$ cat src/design/score_pkg.sv
package score_pkg;

	localparam int NUM_CELLS = 30;
	localparam int GROUND_W  = 2 * NUM_CELLS;
	localparam int POS_W     = 9;
	localparam int CELL_PX   = 4; // Screen pixels per ground cell

	typedef enum logic [1:0] {
		CELL_EMPTY = 2'd0,
		CELL_GOOD  = 2'd2,
		CELL_BAD   = 2'd3
	} cell_t;

	localparam int CNT_W   = 2;
	localparam int SCORE_W = 7;
	localparam int LIVES_W = 2;
	localparam int DIGIT_W = 4;

	localparam logic [SCORE_W-1:0] SCORE_MAX  = 7'd99;
	localparam logic [LIVES_W-1:0] LIVES_INIT = 2'd3;

	localparam int GLYPH_COLS = 3;
	localparam int GLYPH_ROWS = 5;
	localparam int GLYPH_W    = GLYPH_COLS * GLYPH_ROWS;
	localparam int MAP_W      = 2 * GLYPH_W; // Tens glyph in the low half

	// Bottom row first, col 0 in the LSB of each group
	localparam logic [GLYPH_W-1:0] FONT [10] = '{
		15'b111_101_101_101_111,
		15'b111_010_010_011_010,
		15'b111_001_111_100_111,
		15'b111_100_111_100_111,
		15'b100_100_111_101_101,
		15'b111_100_111_001_111,
		15'b111_101_111_001_111,
		15'b100_100_100_100_111,
		15'b111_101_111_101_111,
		15'b111_100_111_101_111
	};

	localparam int X_W = 8;
	localparam int Y_W = 7;

	localparam logic [X_W-1:0] SCORE_X     = 8'd121;
	localparam logic [Y_W-1:0] SCORE_Y     = 7'd60;
	localparam int             DIGIT_PITCH = 4;

	localparam int                 COLOR_W     = 3;
	localparam logic [COLOR_W-1:0] COLOR_INK   = 3'd3;
	localparam logic [COLOR_W-1:0] COLOR_BLANK = 3'd0;

	typedef enum logic [1:0] {
		PAINT_IDLE,
		PAINT_RUN,
		PAINT_DONE
	} paint_state_t;

endpackage

$ cat src/design/catch_detect.sv
`timescale 1ns/1ps

module catch_detect (
	input  logic                          clk,
	input  logic                          reset,
	input  logic                          update,
	input  logic [score_pkg::GROUND_W-1:0] ground,
	input  logic [score_pkg::POS_W-1:0]    mouse_position,
	output logic [score_pkg::CNT_W-1:0]    good_count,
	output logic [score_pkg::CNT_W-1:0]    bad_count,
	output logic                          catch_valid
);
	import score_pkg::*;

	logic [POS_W-1:0] zone;
	logic [CNT_W-1:0] good_next;
	logic [CNT_W-1:0] bad_next;

	always_comb begin
		zone = POS_W'(mouse_position / CELL_PX);
		if (zone > NUM_CELLS - 1) begin
			zone = POS_W'(NUM_CELLS - 1); // Right edge of the field
		end
	end

	// Window is zone-1 .. zone+1, cells outside the row simply drop out
	always_comb begin
		good_next = '0;
		bad_next = '0;
		for (int i = 0; i < NUM_CELLS; i++) begin
			if (i + 1 >= zone && i <= zone + 1) begin
				case (ground[GROUND_W - 1 - $bits(cell_t) * i -: $bits(cell_t)])
					CELL_GOOD:  good_next = good_next + 1'b1;
					CELL_BAD:   bad_next = bad_next + 1'b1;
					CELL_EMPTY: ;
					default:    ; // Code 1 counts as empty
				endcase
			end
		end
	end

	always_ff @(posedge clk) begin
		if (!reset) begin
			catch_valid <= 1'b0;
		end else begin
			catch_valid <= update;
		end
	end

	always_ff @(posedge clk) begin
		if (update) begin
			good_count <= good_next;
			bad_count <= bad_next;
		end
	end

endmodule

$ cat src/design/score_tally.sv
`timescale 1ns/1ps

module score_tally (
	input  logic                         clk,
	input  logic                         reset,
	input  logic [score_pkg::CNT_W-1:0]   good_count,
	input  logic [score_pkg::CNT_W-1:0]   bad_count,
	input  logic                         catch_valid,
	output logic [score_pkg::SCORE_W-1:0] score,
	output logic [score_pkg::LIVES_W-1:0] lives,
	output logic                         finish_game
);
	import score_pkg::*;

	logic [SCORE_W:0] score_sum; // One spare bit ahead of the cap

	assign score_sum = score + good_count;
	assign finish_game = (lives == '0);

	always_ff @(posedge clk) begin
		if (!reset) begin
			score <= '0;
			lives <= LIVES_INIT;
		end else if (catch_valid && !finish_game) begin
			if (score_sum > SCORE_MAX) begin
				score <= SCORE_MAX;
			end else begin
				score <= score_sum[SCORE_W-1:0];
			end
			if (bad_count >= lives) begin
				lives <= '0;
			end else begin
				lives <= lives - bad_count;
			end
		end
	end

endmodule

$ cat src/design/digit_split.sv
`timescale 1ns/1ps

module digit_split (
	input  logic                         clk,
	input  logic                         reset,
	input  logic [score_pkg::SCORE_W-1:0] score,
	output logic [score_pkg::DIGIT_W-1:0] tens,
	output logic [score_pkg::DIGIT_W-1:0] ones
);
	import score_pkg::*;

	logic [DIGIT_W-1:0] tens_next;
	logic [SCORE_W-1:0] rem;

	always_comb begin
		tens_next = '0;
		for (int d = 1; d < 10; d++) begin
			if (score >= d * 10) begin
				tens_next = DIGIT_W'(d); // Highest multiple reached wins
			end
		end
		rem = score - SCORE_W'(tens_next * 10);
	end

	always_ff @(posedge clk) begin
		if (!reset) begin
			tens <= '0;
			ones <= '0;
		end else begin
			tens <= tens_next;
			ones <= rem[DIGIT_W-1:0];
		end
	end

endmodule

$ cat src/design/glyph_map.sv
`timescale 1ns/1ps

module glyph_map (
	input  logic                         clk,
	input  logic                         reset,
	input  logic [score_pkg::DIGIT_W-1:0] tens,
	input  logic [score_pkg::DIGIT_W-1:0] ones,
	output logic [score_pkg::MAP_W-1:0]   map
);
	import score_pkg::*;

	logic [GLYPH_W-1:0] tens_glyph;
	logic [GLYPH_W-1:0] ones_glyph;

	function automatic logic [GLYPH_W-1:0] lookup(input logic [DIGIT_W-1:0] digit);
		if (digit > 4'd9) begin
			return FONT[0]; // Out of range digits show as 0
		end
		return FONT[digit];
	endfunction

	assign tens_glyph = lookup(tens);
	assign ones_glyph = lookup(ones);

	always_ff @(posedge clk) begin
		if (!reset) begin
			map <= {FONT[0], FONT[0]};
		end else begin
			map <= {ones_glyph, tens_glyph};
		end
	end

endmodule

$ cat src/design/score_painter.sv
`timescale 1ns/1ps

module score_painter (
	input  logic                         clk,
	input  logic                         reset,
	input  logic                         draw,
	input  logic [score_pkg::MAP_W-1:0]   map,
	output logic [score_pkg::X_W-1:0]     x,
	output logic [score_pkg::Y_W-1:0]     y,
	output logic [score_pkg::COLOR_W-1:0] color,
	output logic                         plot,
	output logic                         finish_drawing
);
	import score_pkg::*;

	paint_state_t       state;
	logic [4:0]         idx;
	logic [MAP_W-1:0]   snap;
	logic               digit_sel;
	logic [3:0]         bit_idx;
	logic [2:0]         row;
	logic [1:0]         col;

	// Pixel position of the current index inside its glyph
	always_comb begin
		digit_sel = (idx >= GLYPH_W);
		bit_idx = digit_sel ? 4'(idx - GLYPH_W) : idx[3:0];
		row = 3'(bit_idx / GLYPH_COLS);
		col = 2'(bit_idx % GLYPH_COLS);
	end

	always_ff @(posedge clk) begin
		if (!reset) begin
			state <= PAINT_IDLE;
			idx <= '0;
			plot <= 1'b0;
			finish_drawing <= 1'b0;
			x <= '0;
			y <= '0;
			color <= '0;
		end else begin
			plot <= 1'b0;
			finish_drawing <= 1'b0;
			case (state)
				PAINT_IDLE: begin
					idx <= '0;
					if (draw) begin
						state <= PAINT_RUN;
					end
				end
				PAINT_RUN: begin
					if (!draw) begin
						state <= PAINT_IDLE; // Aborted frame
					end else begin
						x <= X_W'(SCORE_X + digit_sel * DIGIT_PITCH + col);
						y <= Y_W'(SCORE_Y + row);
						color <= snap[idx] ? COLOR_INK : COLOR_BLANK;
						plot <= 1'b1;
						idx <= idx + 1'b1;
						if (idx == MAP_W - 1) begin
							state <= PAINT_DONE;
						end
					end
				end
				PAINT_DONE: begin
					finish_drawing <= draw;
					if (!draw) begin
						state <= PAINT_IDLE;
					end
				end
				default: state <= PAINT_IDLE;
			endcase
		end
	end

	// Frame is taken once so a score change cannot tear the digits
	always_ff @(posedge clk) begin
		if (state == PAINT_IDLE && draw) begin
			snap <= map;
		end
	end

endmodule

$ cat src/design/score_board.sv
`timescale 1ns/1ps

module score_board (
	input  logic                          clk,
	input  logic                          reset,
	input  logic                          update,
	input  logic                          draw,
	input  logic [score_pkg::GROUND_W-1:0] ground,
	input  logic [score_pkg::POS_W-1:0]    mouse_position,
	output logic [score_pkg::X_W-1:0]      x,
	output logic [score_pkg::Y_W-1:0]      y,
	output logic [score_pkg::COLOR_W-1:0]  color,
	output logic                          plot,
	output logic                          finish_drawing,
	output logic                          finish_game,
	output logic [score_pkg::SCORE_W-1:0]  score,
	output logic [score_pkg::LIVES_W-1:0]  lives
);
	import score_pkg::*;

	logic [CNT_W-1:0]   good_count;
	logic [CNT_W-1:0]   bad_count;
	logic               catch_valid;
	logic [DIGIT_W-1:0] tens;
	logic [DIGIT_W-1:0] ones;
	logic [MAP_W-1:0]   map;

	catch_detect i_catch_detect (
		.clk, .reset, .update, .ground, .mouse_position,
		.good_count, .bad_count, .catch_valid
	);

	score_tally i_score_tally (
		.clk, .reset, .good_count, .bad_count, .catch_valid,
		.score, .lives, .finish_game
	);

	digit_split i_digit_split (.clk, .reset, .score, .tens, .ones);

	glyph_map i_glyph_map (.clk, .reset, .tens, .ones, .map);

	score_painter i_score_painter (
		.clk, .reset, .draw, .map,
		.x, .y, .color, .plot, .finish_drawing
	);

endmodule

$ cat config.mk
export PLATFORM = sky130hd
export DESIGN_NAME = score_board
export DESIGN_NICKNAME = d
export VERILOG_FILES = /design/src/design/score_pkg.sv /design/src/design/catch_detect.sv /design/src/design/score_tally.sv /design/src/design/digit_split.sv /design/src/design/glyph_map.sv /design/src/design/score_painter.sv /design/src/design/score_board.sv
export SDC_FILE = /design/constraint.sdc
export NUM_CORES = 1
export LEC_CHECK = 0
export BUFFER_PORTS_ARGS = -buffer_cell sky130_fd_sc_hd__buf_2
export CAP_MARGIN = 5
export CORE_MARGIN = 2
export CORE_UTILIZATION = 30
export DETAILED_ROUTE_END_ITERATION = 10
export PLACE_DENSITY = 0.52
export SYNTH_ARGS = -nofsm -noshare
export SYNTH_HDL_FRONTEND = slang
export SYNTH_SLANG_ARGS = --single-unit
$ cat constraint.sdc
create_clock -name clk -period 6.8 [get_ports clk]
set_input_delay 0 -clock clk [delete_from_list [all_inputs] [get_ports clk]]
set_output_delay 0 -clock clk [all_outputs]
set_load 0.02 [all_outputs]
==> results_dict.tcl, run 1 <==
set metrics [dict create \
    status "finished clean" \
    crit_path_max_fanout 24 \
    grt_pass1_vias 5774 \
    start_util_pct 30.4 \
    min_path_type "input pin to flop" \
    period_share_pct 82.9 \
    route.detailed.drc 0 \
    grt_max_degree 33 \
    fp.dieArea_mm2 0.0249 \
    gr-usage-all-layers_pct 15.0 \
    core_mm2 0.0233 \
    n_antenna_cell 0 \
    via_per_inst 5.11 \
    numCtsBuffers 9 \
    hold_slack_ns 0.00637 \
    comb_power_share_pct 20.8 \
    synth-compound-area-share_pct 21.4 \
    arrival_ns 5.72 \
    portBuffers 99 \
    pre_cts_ws_ns 0.893 \
    timing.max_slew.rel_slack_pct 18.2 \
    drt-pass1-iter-count 4 \
    cts_setup_buffers 0 \
    drv_slew 0 \
    synth-simple-area-share_pct 22.8 \
    io_pins 103 \
    p_leak_nw 3.14 \
    synth_top_area_cell "dfxtp_1" \
    p_switching_mw 0.375 \
    cap_violations 0 \
    layout-drive-gt1-share_pct 18.6 \
    dp.final_hpwl_mm 14.7 \
    num_rows 56 \
    synth_warnings 0 \
    synth_top_area_share_pct 16.4 \
    synth_edf_count 24 \
    synth.avg_cell_area_um2 8.55 \
    pwr-share-clk_pct 37.6 \
    swShare_pct 29.0 \
    htree_levels 3 \
    ys_ff_latch 82 \
    nNetsFinal 1006 \
    p_int_mw 0.918 \
    period_needed_ns 5.63 \
    syn2layout_area_growth_pct 14.5 \
    power_frac_seq_pct 41.5 \
    async_flop_share_pct 0 \
    path_class "input pin to flop" \
    wire_per_inst_um 15.1 \
    synth_common_cells "nand2_1 (71), nor2_1 (67), dfxtp_1 (58)" \
    rsz0062_at_grt "no" \
    cts_buffer_depth 2 \
    dieWidth_um 158 \
    cts_tree "yes" \
    end_kind "flop" \
    antenna_found_initial 0 \
    hold_viol_final 0 \
    ys_seq_area_share_pct 26.5 \
    cts_resized 0 \
    netlist_area_mm2 0.00709 \
    synth_top_family_by_area "simple AND/OR/NAND/NOR gates" \
    synthMuxAreaShare_pct 3.10 \
    wirelength_mm 18.5 \
    fmax_mhz 177 \
    fin_ws_ns 1.17 \
    synth_most_common_cell "nand2_1" \
    final.setup.tns_ns 0 \
    final_util_pct 34.8 \
    vias 6265 \
    tightest_slew_ns 1.22 \
    cts.sinks 82 \
    setup_violations 0 \
    clock_skew_ns 0.00793 \
    die_y_um 158 \
    synth_cell_types 99 \
    syn_inst 830 \
    start_kind "input pin" \
    grt_overflow 0 \
    crit_required_ns 6.88 \
    clk_pin_slew_ns 0.06 \
    drt_iter0_markers 282 \
    synth.area.top_cells "dfxtp_1 (16%), edfxtp_1 (10%), ha_1 (4.8%)" \
    synth_ff_type "dfxtp_1" \
    syn_nets 933 \
    final_antenna_net_count 0 \
    clockRootBuffer "clkbuf_16" \
    grt_pass1_wl_mm 29.8 \
    clock_latency_ns 0.33 \
    place_congestion 0.844 \
    synth_fa_ha_area_share_pct 7.30 \
    synth_xor_area_share_pct 13.4 \
    powerDensity_mw_per_mm2 159 \
    p_total_mw 1.29 \
    ir_drop_mv 0.149 \
]
## metrics by stage
stage | cells | area (um2)
floorplan | 830 | 7090
global placement | 1210 | 7810
detailed placement | 1210 | 7810
CTS | 1227 | 8120
global route | 1227 | 8120
finish | 1227 | 8120
## critical path: stages
cell and delay [ns]:
buf_2 0.40, nand4_1 0.35, and2_1 0.27, inv_1 0.06
ha_1 0.29, nand3_1 0.17, a32oi_1 1.01, o21ai_1 0.25
nand3_1 0.42, xnor2_1 0.19, xnor3_1 0.38, xor2_1 0.42
xnor3_2 0.39, or4_1 0.54, and3_4 0.17, xnor2_2 0.13
xnor2_1 0.14, xnor2_1 0.13
## worst paths after layout
check	start	slack, ns	endpoint	cells past startpoint
setup / recovery	mouse_position[5]	1.17	i_catch_detect.bad_count[1]	18
hold / removal	reset	0.006	i_glyph_map.map[9]	2
setup reg to reg	i_score_painter.idx[1]	2.37	i_score_painter.x[2]	19
hold reg to reg	i_glyph_map.map[20]	0.40	i_score_painter.snap[20]	0
## what timing repair did
action,CTS,global route
endpoints found under the hold margin,5,0
hold buffers,1,0
endpoints found under the setup margin,0,0
## registers in the layout (all words and copies together) (netlist names)
name / flops
i_score_tally.score: 7
i_score_painter.y: 4
i_catch_detect.catch_valid: 1
i_score_painter.plot: 1
i_score_tally.lives: 2
i_score_painter.idx: 5
i_score_painter.snap: 20
i_score_painter.finish_drawing: 1
i_catch_detect.good_count: 2
i_score_painter.state: 2
i_digit_split.ones: 4
i_score_painter.x: 6
i_catch_detect.bad_count: 2
i_score_painter.color: 1
i_glyph_map.map: 20
i_digit_split.tens: 4
## area by class of cell
cell class | count | area, um2
Tap cell | 319 | 399
Clock buffer | 9 | 225
Clock inverter | 7 | 76.3
Fill cell | 2476 | 15200
Sequential cell | 82 | 1880
Multi-Input combinational cell | 663 | 4830
Timing Repair Buffer | 107 | 558
Inverter | 40 | 150
## per-layer routing
| metal | up-vias | track usage [%] | wire length [um] |
|---|---|---|---|
| met4 | 0 | 3.29 | 280 |
| met5 | - | 0 | 0 |
| met3 | 16 | 2.16 | 583 |
| met2 | 136 | 26.1 | 8990 |
| met1 | 2920 | 19.6 | 8640 |
| li1 | 3193 | - | - |
## power by group through the flow
stage	logic, mW	registers (mW)	clock network [mW]
after floorplan	0.191	0.548	0
after global placement	0.267	0.548	0
after detailed placement	0.268	0.548	0
after CTS	0.270	0.538	0.502
after global routing	0.298	0.539	0.523
final	0.269	0.537	0.486
## layout by cell type, fill, tap and decap left out, drive strengths merged, types with 12 or more instances in the layout
master	netlist	routed
a211oi	26	26
nand3	27	27
and3	12	12
nand2	72	72
xnor2	41	41
nor3	38	38
inv	39	42
and2	19	19
edfxtp	24	24
o21ai	51	51
a21oi	51	51
xor2	21	21
dfxtp	58	58
buf	24	106
nor2	67	67
nand4	19	19
xnor3	12	12
ha	27	27
maj3	12	12
## kinds of logic after synthesis
family | Yosys count
xor+xnor | 76
compound gates | 215
mux | 16
fa+ha+maj | 42
simple gates | 313
other cells | 1
flops | 82
buf+inv | 85
Note: power is estimated with default switching activity, not from simulation.
==> inputs of run 2 (changes only) <==
--- a/config.mk
+++ b/config.mk
@@ -10,7 +10,7 @@
 export CORE_MARGIN = 2
 export CORE_UTILIZATION = 30
 export DETAILED_ROUTE_END_ITERATION = 10
-export PLACE_DENSITY = 0.52
+export PLACE_DENSITY = 0.54
 export SYNTH_ARGS = -nofsm -noshare
 export SYNTH_HDL_FRONTEND = slang
 export SYNTH_SLANG_ARGS = --single-unit
==> constraint.sdc (replaced) <==
create_clock -name clk -period 5.1 [get_ports clk]
set_input_delay 0 -clock clk [delete_from_list [all_inputs] [get_ports clk]]
set_output_delay 0 -clock clk [all_outputs]
set_load 0.02 [all_outputs]
==> run 2 against run 1 <==
  * Clock power is 32% higher
  * Clock skew is 0.0014 ns lower
  * Wire length is 3.9% higher
  * Final cell count is 2.9% higher
  * Design area is 3.4% higher
  * Count of clock-buffer cells in the layout is 7 higher
  * Via count is 2.2% higher
  * Critical path type unchanged
==> results_dict.tcl, run 2 (synthesis results as in run 1) <==
set metrics [dict create \
    status "finished clean" \
    dieWidth_um 158 \
    drt-pass1-iter-count 5 \
    grt_overflow 0 \
    fmax_mhz 211 \
    layout_common_cells "buf_2 (99), nand2_1 (71), nor2_1 (67), dfxtp_1 (58), a21oi_1 (51)" \
    crit_required_ns 5.18 \
    path_class "input pin to flop" \
    crit_path_max_fanout 5 \
    clock_skew_ns 0.00658 \
    clock_latency_ns 0.33 \
    final_antenna_net_count 0 \
    clockRootBuffer "clkbuf_16" \
    cts_tree "yes" \
    route.detailed.drc 0 \
    core_mm2 0.0233 \
    rrSetupSlack_ns 1.04 \
    cts_resized 0 \
    drt_iter0_markers 390 \
    fillers 2426 \
    grt_pass1_wl_mm 30.6 \
    syn2layout_area_growth_pct 18.3 \
    hold-path-cell-count 3 \
    multi_input_area_mm2 0.00483 \
    grt_pass1_vias 6011 \
    nNetsFinal 1042 \
    cap_violations 0 \
    tightest_slew_ns 1.20 \
    end_kind "flop" \
    place_congestion 0.892 \
    cts.sinks 82 \
    timing.rr.end "i_score_painter.x[2]" \
    hold_start "draw" \
    powerDensity_mw_per_mm2 207 \
    hold_end "i_score_painter.finish_drawing" \
    die_y_um 158 \
    start_util_pct 30.4 \
    htree_levels 3 \
    period_share_pct 92.9 \
    drv_slew 0 \
    largestRegisters "i_glyph_map.map: 20 flops, i_score_painter.snap: 20 flops, i_score_tally.score: 7 flops" \
    r2r_start "i_score_painter.idx[2]" \
    vias 6400 \
    wirelength_mm 19.2 \
    p_total_mw 1.74 \
    via_per_inst 5.07 \
    worst_r2r_path_depth 18 \
    timing.max_slew.rel_slack_pct 19.2 \
    antenna_found_initial 0 \
    setup_violations 0 \
    dp.final_hpwl_mm 15.2 \
    io_pins 103 \
    final_common_cell "buf_2" \
    final.setup.tns_ns 0 \
    start_kind "input pin" \
    numCtsBuffers 9 \
    pre_cts_ws_ns 0.0616 \
    min_path_type "input pin to flop" \
    num_rows 56 \
    ir_drop_mv 0.144 \
    wire_per_inst_um 15.2 \
    final_util_pct 36.0 \
    clk_pin_slew_ns 0.06 \
    rsz0062_at_grt "no" \
    portBuffers 99 \
    p_leak_nw 3.32 \
    layout.area.seq_mm2 0.00188 \
    cts_setup_buffers 0 \
    fin_ws_ns 0.360 \
    hold_viol_final 0 \
    layout-drive-gt1-share_pct 21.3 \
    gr-usage-all-layers_pct 15.6 \
    n_antenna_cell 0 \
    period_needed_ns 4.74 \
    cts_buffer_depth 2 \
    grt_max_degree 33 \
    arrival_ns 4.82 \
    fp.dieArea_mm2 0.0249 \
]
## run 2: repair_timing
item / 4_1_cts / 5_1_grt
hold buffers: 1 / 0
endpoints found under the setup margin: 0 / 0
endpoints found under the hold margin: 5 / 0
## run 2: worst max-delay path by stage
stage / start / endpoint / slack [ns] / depth (start not counted)
2_1_floorplan: mouse_position[2] / i_catch_detect.good_count[1] / 0.09 / 19
6_report: mouse_position[7] / i_catch_detect.good_count[1] / 0.36 / 19
3_3_place_gp: mouse_position[7] / i_catch_detect.good_count[1] / 0.07 / 19
5_1_grt: mouse_position[7] / i_catch_detect.good_count[1] / 0.02 / 19
3_5_place_dp: mouse_position[7] / i_catch_detect.good_count[1] / 0.06 / 19
4_1_cts: mouse_position[7] / i_catch_detect.good_count[1] / 0.40 / 19
## run 2: per-stage QoR
stage / cell area, um2 / std cells / hold WS, ns
2_1_floorplan: 7090 / 830 / 0.112
3_3_place_gp: 8080 / 1246 / 0.298
3_5_place_dp: 8080 / 1246 / 0.298
4_1_cts: 8390 / 1263 / 0.0110
5_1_grt: 8390 / 1263 / 0.0396
6_report: 8390 / 1263 / 0.0266
## run 2: power by group
group | internal (mW) | switching [mW]
clock | 0.403 | 0.239
sequential | 0.698 | 0.0183
combinational | 0.158 | 0.221
## run 2: cell type report
class,count,share of cell area (%)
Multi-Input combinational cell,663,57.5
Sequential cell,82,22.4
Timing Repair Buffer,143,9.87
Tap cell,319,4.76
Clock buffer,16,3.62
Inverter,40,1.79
## run 2: layer usage
| layer | GRT usage, % | wire (um) | share of wire [%] |
|---|---|---|---|
| met1 | 20.3 | 9040 | 47 |
| met3 | 2.11 | 646 | 3.4 |
| met5 | 0 | 0 | 0 |
| met4 | 4.33 | 311 | 1.6 |
| met2 | 26.9 | 9210 | 48 |
## run 2: critical path: stages
cell and delay, ns:
buf_2 0.13, nor3_1 0.22, and2_1 0.21, inv_1 0.06, ha_1 0.20, ha_1 0.32
nor2b_1 0.14, a32oi_1 0.12, a211oi_1 0.61, xnor3_1 0.43, xnor3_2 0.25, xor3_2 0.51
xnor2_4 0.26, xnor2_1 0.11, maj3_1 0.39, nor3_1 0.25, xnor3_1 0.30, xor2_1 0.16
xnor2_1 0.13
==> inputs of run 3 (changes only) <==
--- a/config.mk
+++ b/config.mk
@@ -8,9 +8,10 @@
 export BUFFER_PORTS_ARGS = -buffer_cell sky130_fd_sc_hd__buf_2
 export CAP_MARGIN = 5
 export CORE_MARGIN = 2
-export CORE_UTILIZATION = 30
+export CORE_UTILIZATION = 53
 export DETAILED_ROUTE_END_ITERATION = 10
-export PLACE_DENSITY = 0.54
+export PLACE_DENSITY = 0.83
+export SKIP_LAST_GASP = 1
 export SYNTH_ARGS = -nofsm -noshare
 export SYNTH_HDL_FRONTEND = slang
 export SYNTH_SLANG_ARGS = --single-unit
==> run 3 against run 2 <==
  * The run now ends with negative hold slack left
  * Design area decreased by 2.5%
  * Die area decreased by 42%
  * Maximum frequency increased by 0.59%
  * Critical path type unchanged
  * Largest cell class unchanged
==> results_dict.tcl, run 3 (synthesis results as in run 1) <==
set metrics [dict create \
    portBuffers 99 \
    num_rows 42 \
    powerDensity_mw_per_mm2 213 \
    rsz0062_at_grt "no" \
    place_congestion 0.968 \
    core_mm2 0.0131 \
    route.detailed.drc 0 \
    grt_max_degree 33 \
    final.setup.tns_ns 0 \
    path_class "input pin to flop" \
    vias 6738 \
    fillers 1086 \
    crit_required_ns 5.18 \
    ir_drop_mv 0.176 \
    end_kind "flop" \
    numCtsBuffers 9 \
    max_stage_delay_ns 0.58 \
    worstPathCellList "buf_2 > nor3_1 > and2_1 > inv_1 > ha_1 > ha_1 > buf_4 > a31oi_4 > a311oi_2 > xnor3_1 > xnor3_2 > xor3_2 > xnor2_4 > xor2_1 > a31oi_1 > o22ai_1 > xnor3_1 > xor2_1 > xnor2_1" \
    layout-drive-gt1-share_pct 21.3 \
    cap_violations 0 \
    drv_slew 0 \
    final_antenna_net_count 0 \
    layout_common_cells "buf_2 (99), nand2_1 (71), nor2_1 (67), dfxtp_1 (58), a21oi_1 (51)" \
    wire_per_inst_um 16.5 \
    crit_path_max_fanout 8 \
    largestRegisters "i_glyph_map.map: 20 flops, i_score_painter.snap: 20 flops, i_score_tally.score: 7 flops" \
    grt_overflow 0 \
    cts.sinks 82 \
    hold_slack_ns -0.000709 \
    critical_path.slowest_cell "xor3_2" \
    arrival_ns 4.79 \
    htree_levels 3 \
    clockRootBuffer "clkbuf_16" \
    drt_iter0_markers 630 \
    tightest_slew_ns 1.09 \
    status "complete, but fails checks" \
    cts_resized 0 \
    drt-pass1-iter-count 6 \
    grt_pass1_vias 6278 \
    start_kind "input pin" \
    clock_latency_ns 0.33 \
    n_antenna_cell 0 \
    start_util_pct 54.0 \
    dp.final_hpwl_mm 14.1 \
    violations "negative hold slack" \
    clock_skew_ns 0.00852 \
    via_per_inst 6.04 \
    clk_pin_slew_ns 0.06 \
    grt_pass1_wl_mm 30.3 \
    syn2layout_area_growth_pct 15.4 \
    timing.max_slew.rel_slack_pct 27.2 \
    antenna_found_initial 0 \
    cts_tree "yes" \
    critPathBufInv 3 \
    p_leak_nw 3.30 \
    final_util_pct 62.3 \
    period_needed_ns 4.71 \
    io_pins 103 \
    wirelength_mm 18.4 \
    gr-usage-all-layers_pct 26.1 \
    die_y_um 120 \
    critPathTopFamily "XOR/XNOR gates" \
    cts_buffer_depth 2 \
    period_share_pct 92.4 \
    nNetsFinal 1038 \
    min_path_type "input pin to flop" \
    fp.dieArea_mm2 0.0143 \
    setup_violations 0 \
    final_common_cell "buf_2" \
    dieWidth_um 120 \
    hold_viol_final 1 \
    fmax_mhz 212 \
]
==> run 3: cell count changes in the layout (fill, tap and decap cells not counted), sizes merged <==
cell and change:
clkinv +2, buf -4, clkbuf -7, bufinv +1
clkinvlp +2, inv +2
==> run 3: final timing paths <==
path,end,slack [ns],start,cells past startpoint
hold / removal,i_glyph_map.map[24],-0.0007,reset,2
setup / recovery,i_catch_detect.good_count[1],0.39,mouse_position[7],19
hold reg to reg,i_score_painter.snap[8],0.40,i_glyph_map.map[8],0
setup reg to reg,i_score_painter.x[2],1.01,i_score_painter.idx[2],20
==> run 3: cell type report <==
class | instances | area (um2) | area share [%]
timing repair buffer | 139 | 798 | 9.76
sequential | 82 | 1880 | 23.0
clock buffer | 9 | 225 | 2.75
tap | 176 | 220 | 2.69
multi-input combinational | 663 | 4830 | 59.0
inverter | 40 | 150 | 1.83
clock inverter | 7 | 77.6 | 0.948
==> run 3: per-stage QoR <==
stage / setup slack [ns] / instance area (um2) / cells / hold slack [ns] / power, mW
2_1_floorplan: 0.0899 / 7090 / 830 / 0.112 / 0.985
4_1_cts: 0.412 / 8180 / 1116 / 0.00175 / 1.74
3_5_place_dp: 0.0889 / 7870 / 1099 / 0.304 / 1.10
5_1_grt: 0.0495 / 8180 / 1116 / 0.00470 / 1.82
6_report: 0.388 / 8180 / 1116 / -0.000709 / 1.74
3_3_place_gp: 0.195 / 7870 / 1099 / 0.312 / 1.09
==> run 3: timing repair <==
item                                    in CTS  in global routing
setup buffers                                0                  0
hold endpoints to repair                     5                  0
hold buffers                                 1                  0
endpoints found under the setup margin       0                  0
==> run 3: report_power, final <==
| group | leakage [nW] | internal [mW] | switching (mW) |
|---|---|---|---|
| sequential | 0.657 | 0.698 | 0.0184 |
| combinational | 2.50 | 0.157 | 0.221 |
| clock | 0.142 | 0.383 | 0.263 |
==> run 3: per-layer routing <==
layer	track usage [%]	up-vias	wire length, um
li1	-	3263	-
met3	3.75	50	1170
met5	0	-	0
met4	10.9	0	694
met2	45.2	290	8910
met1	32.6	3135	7630
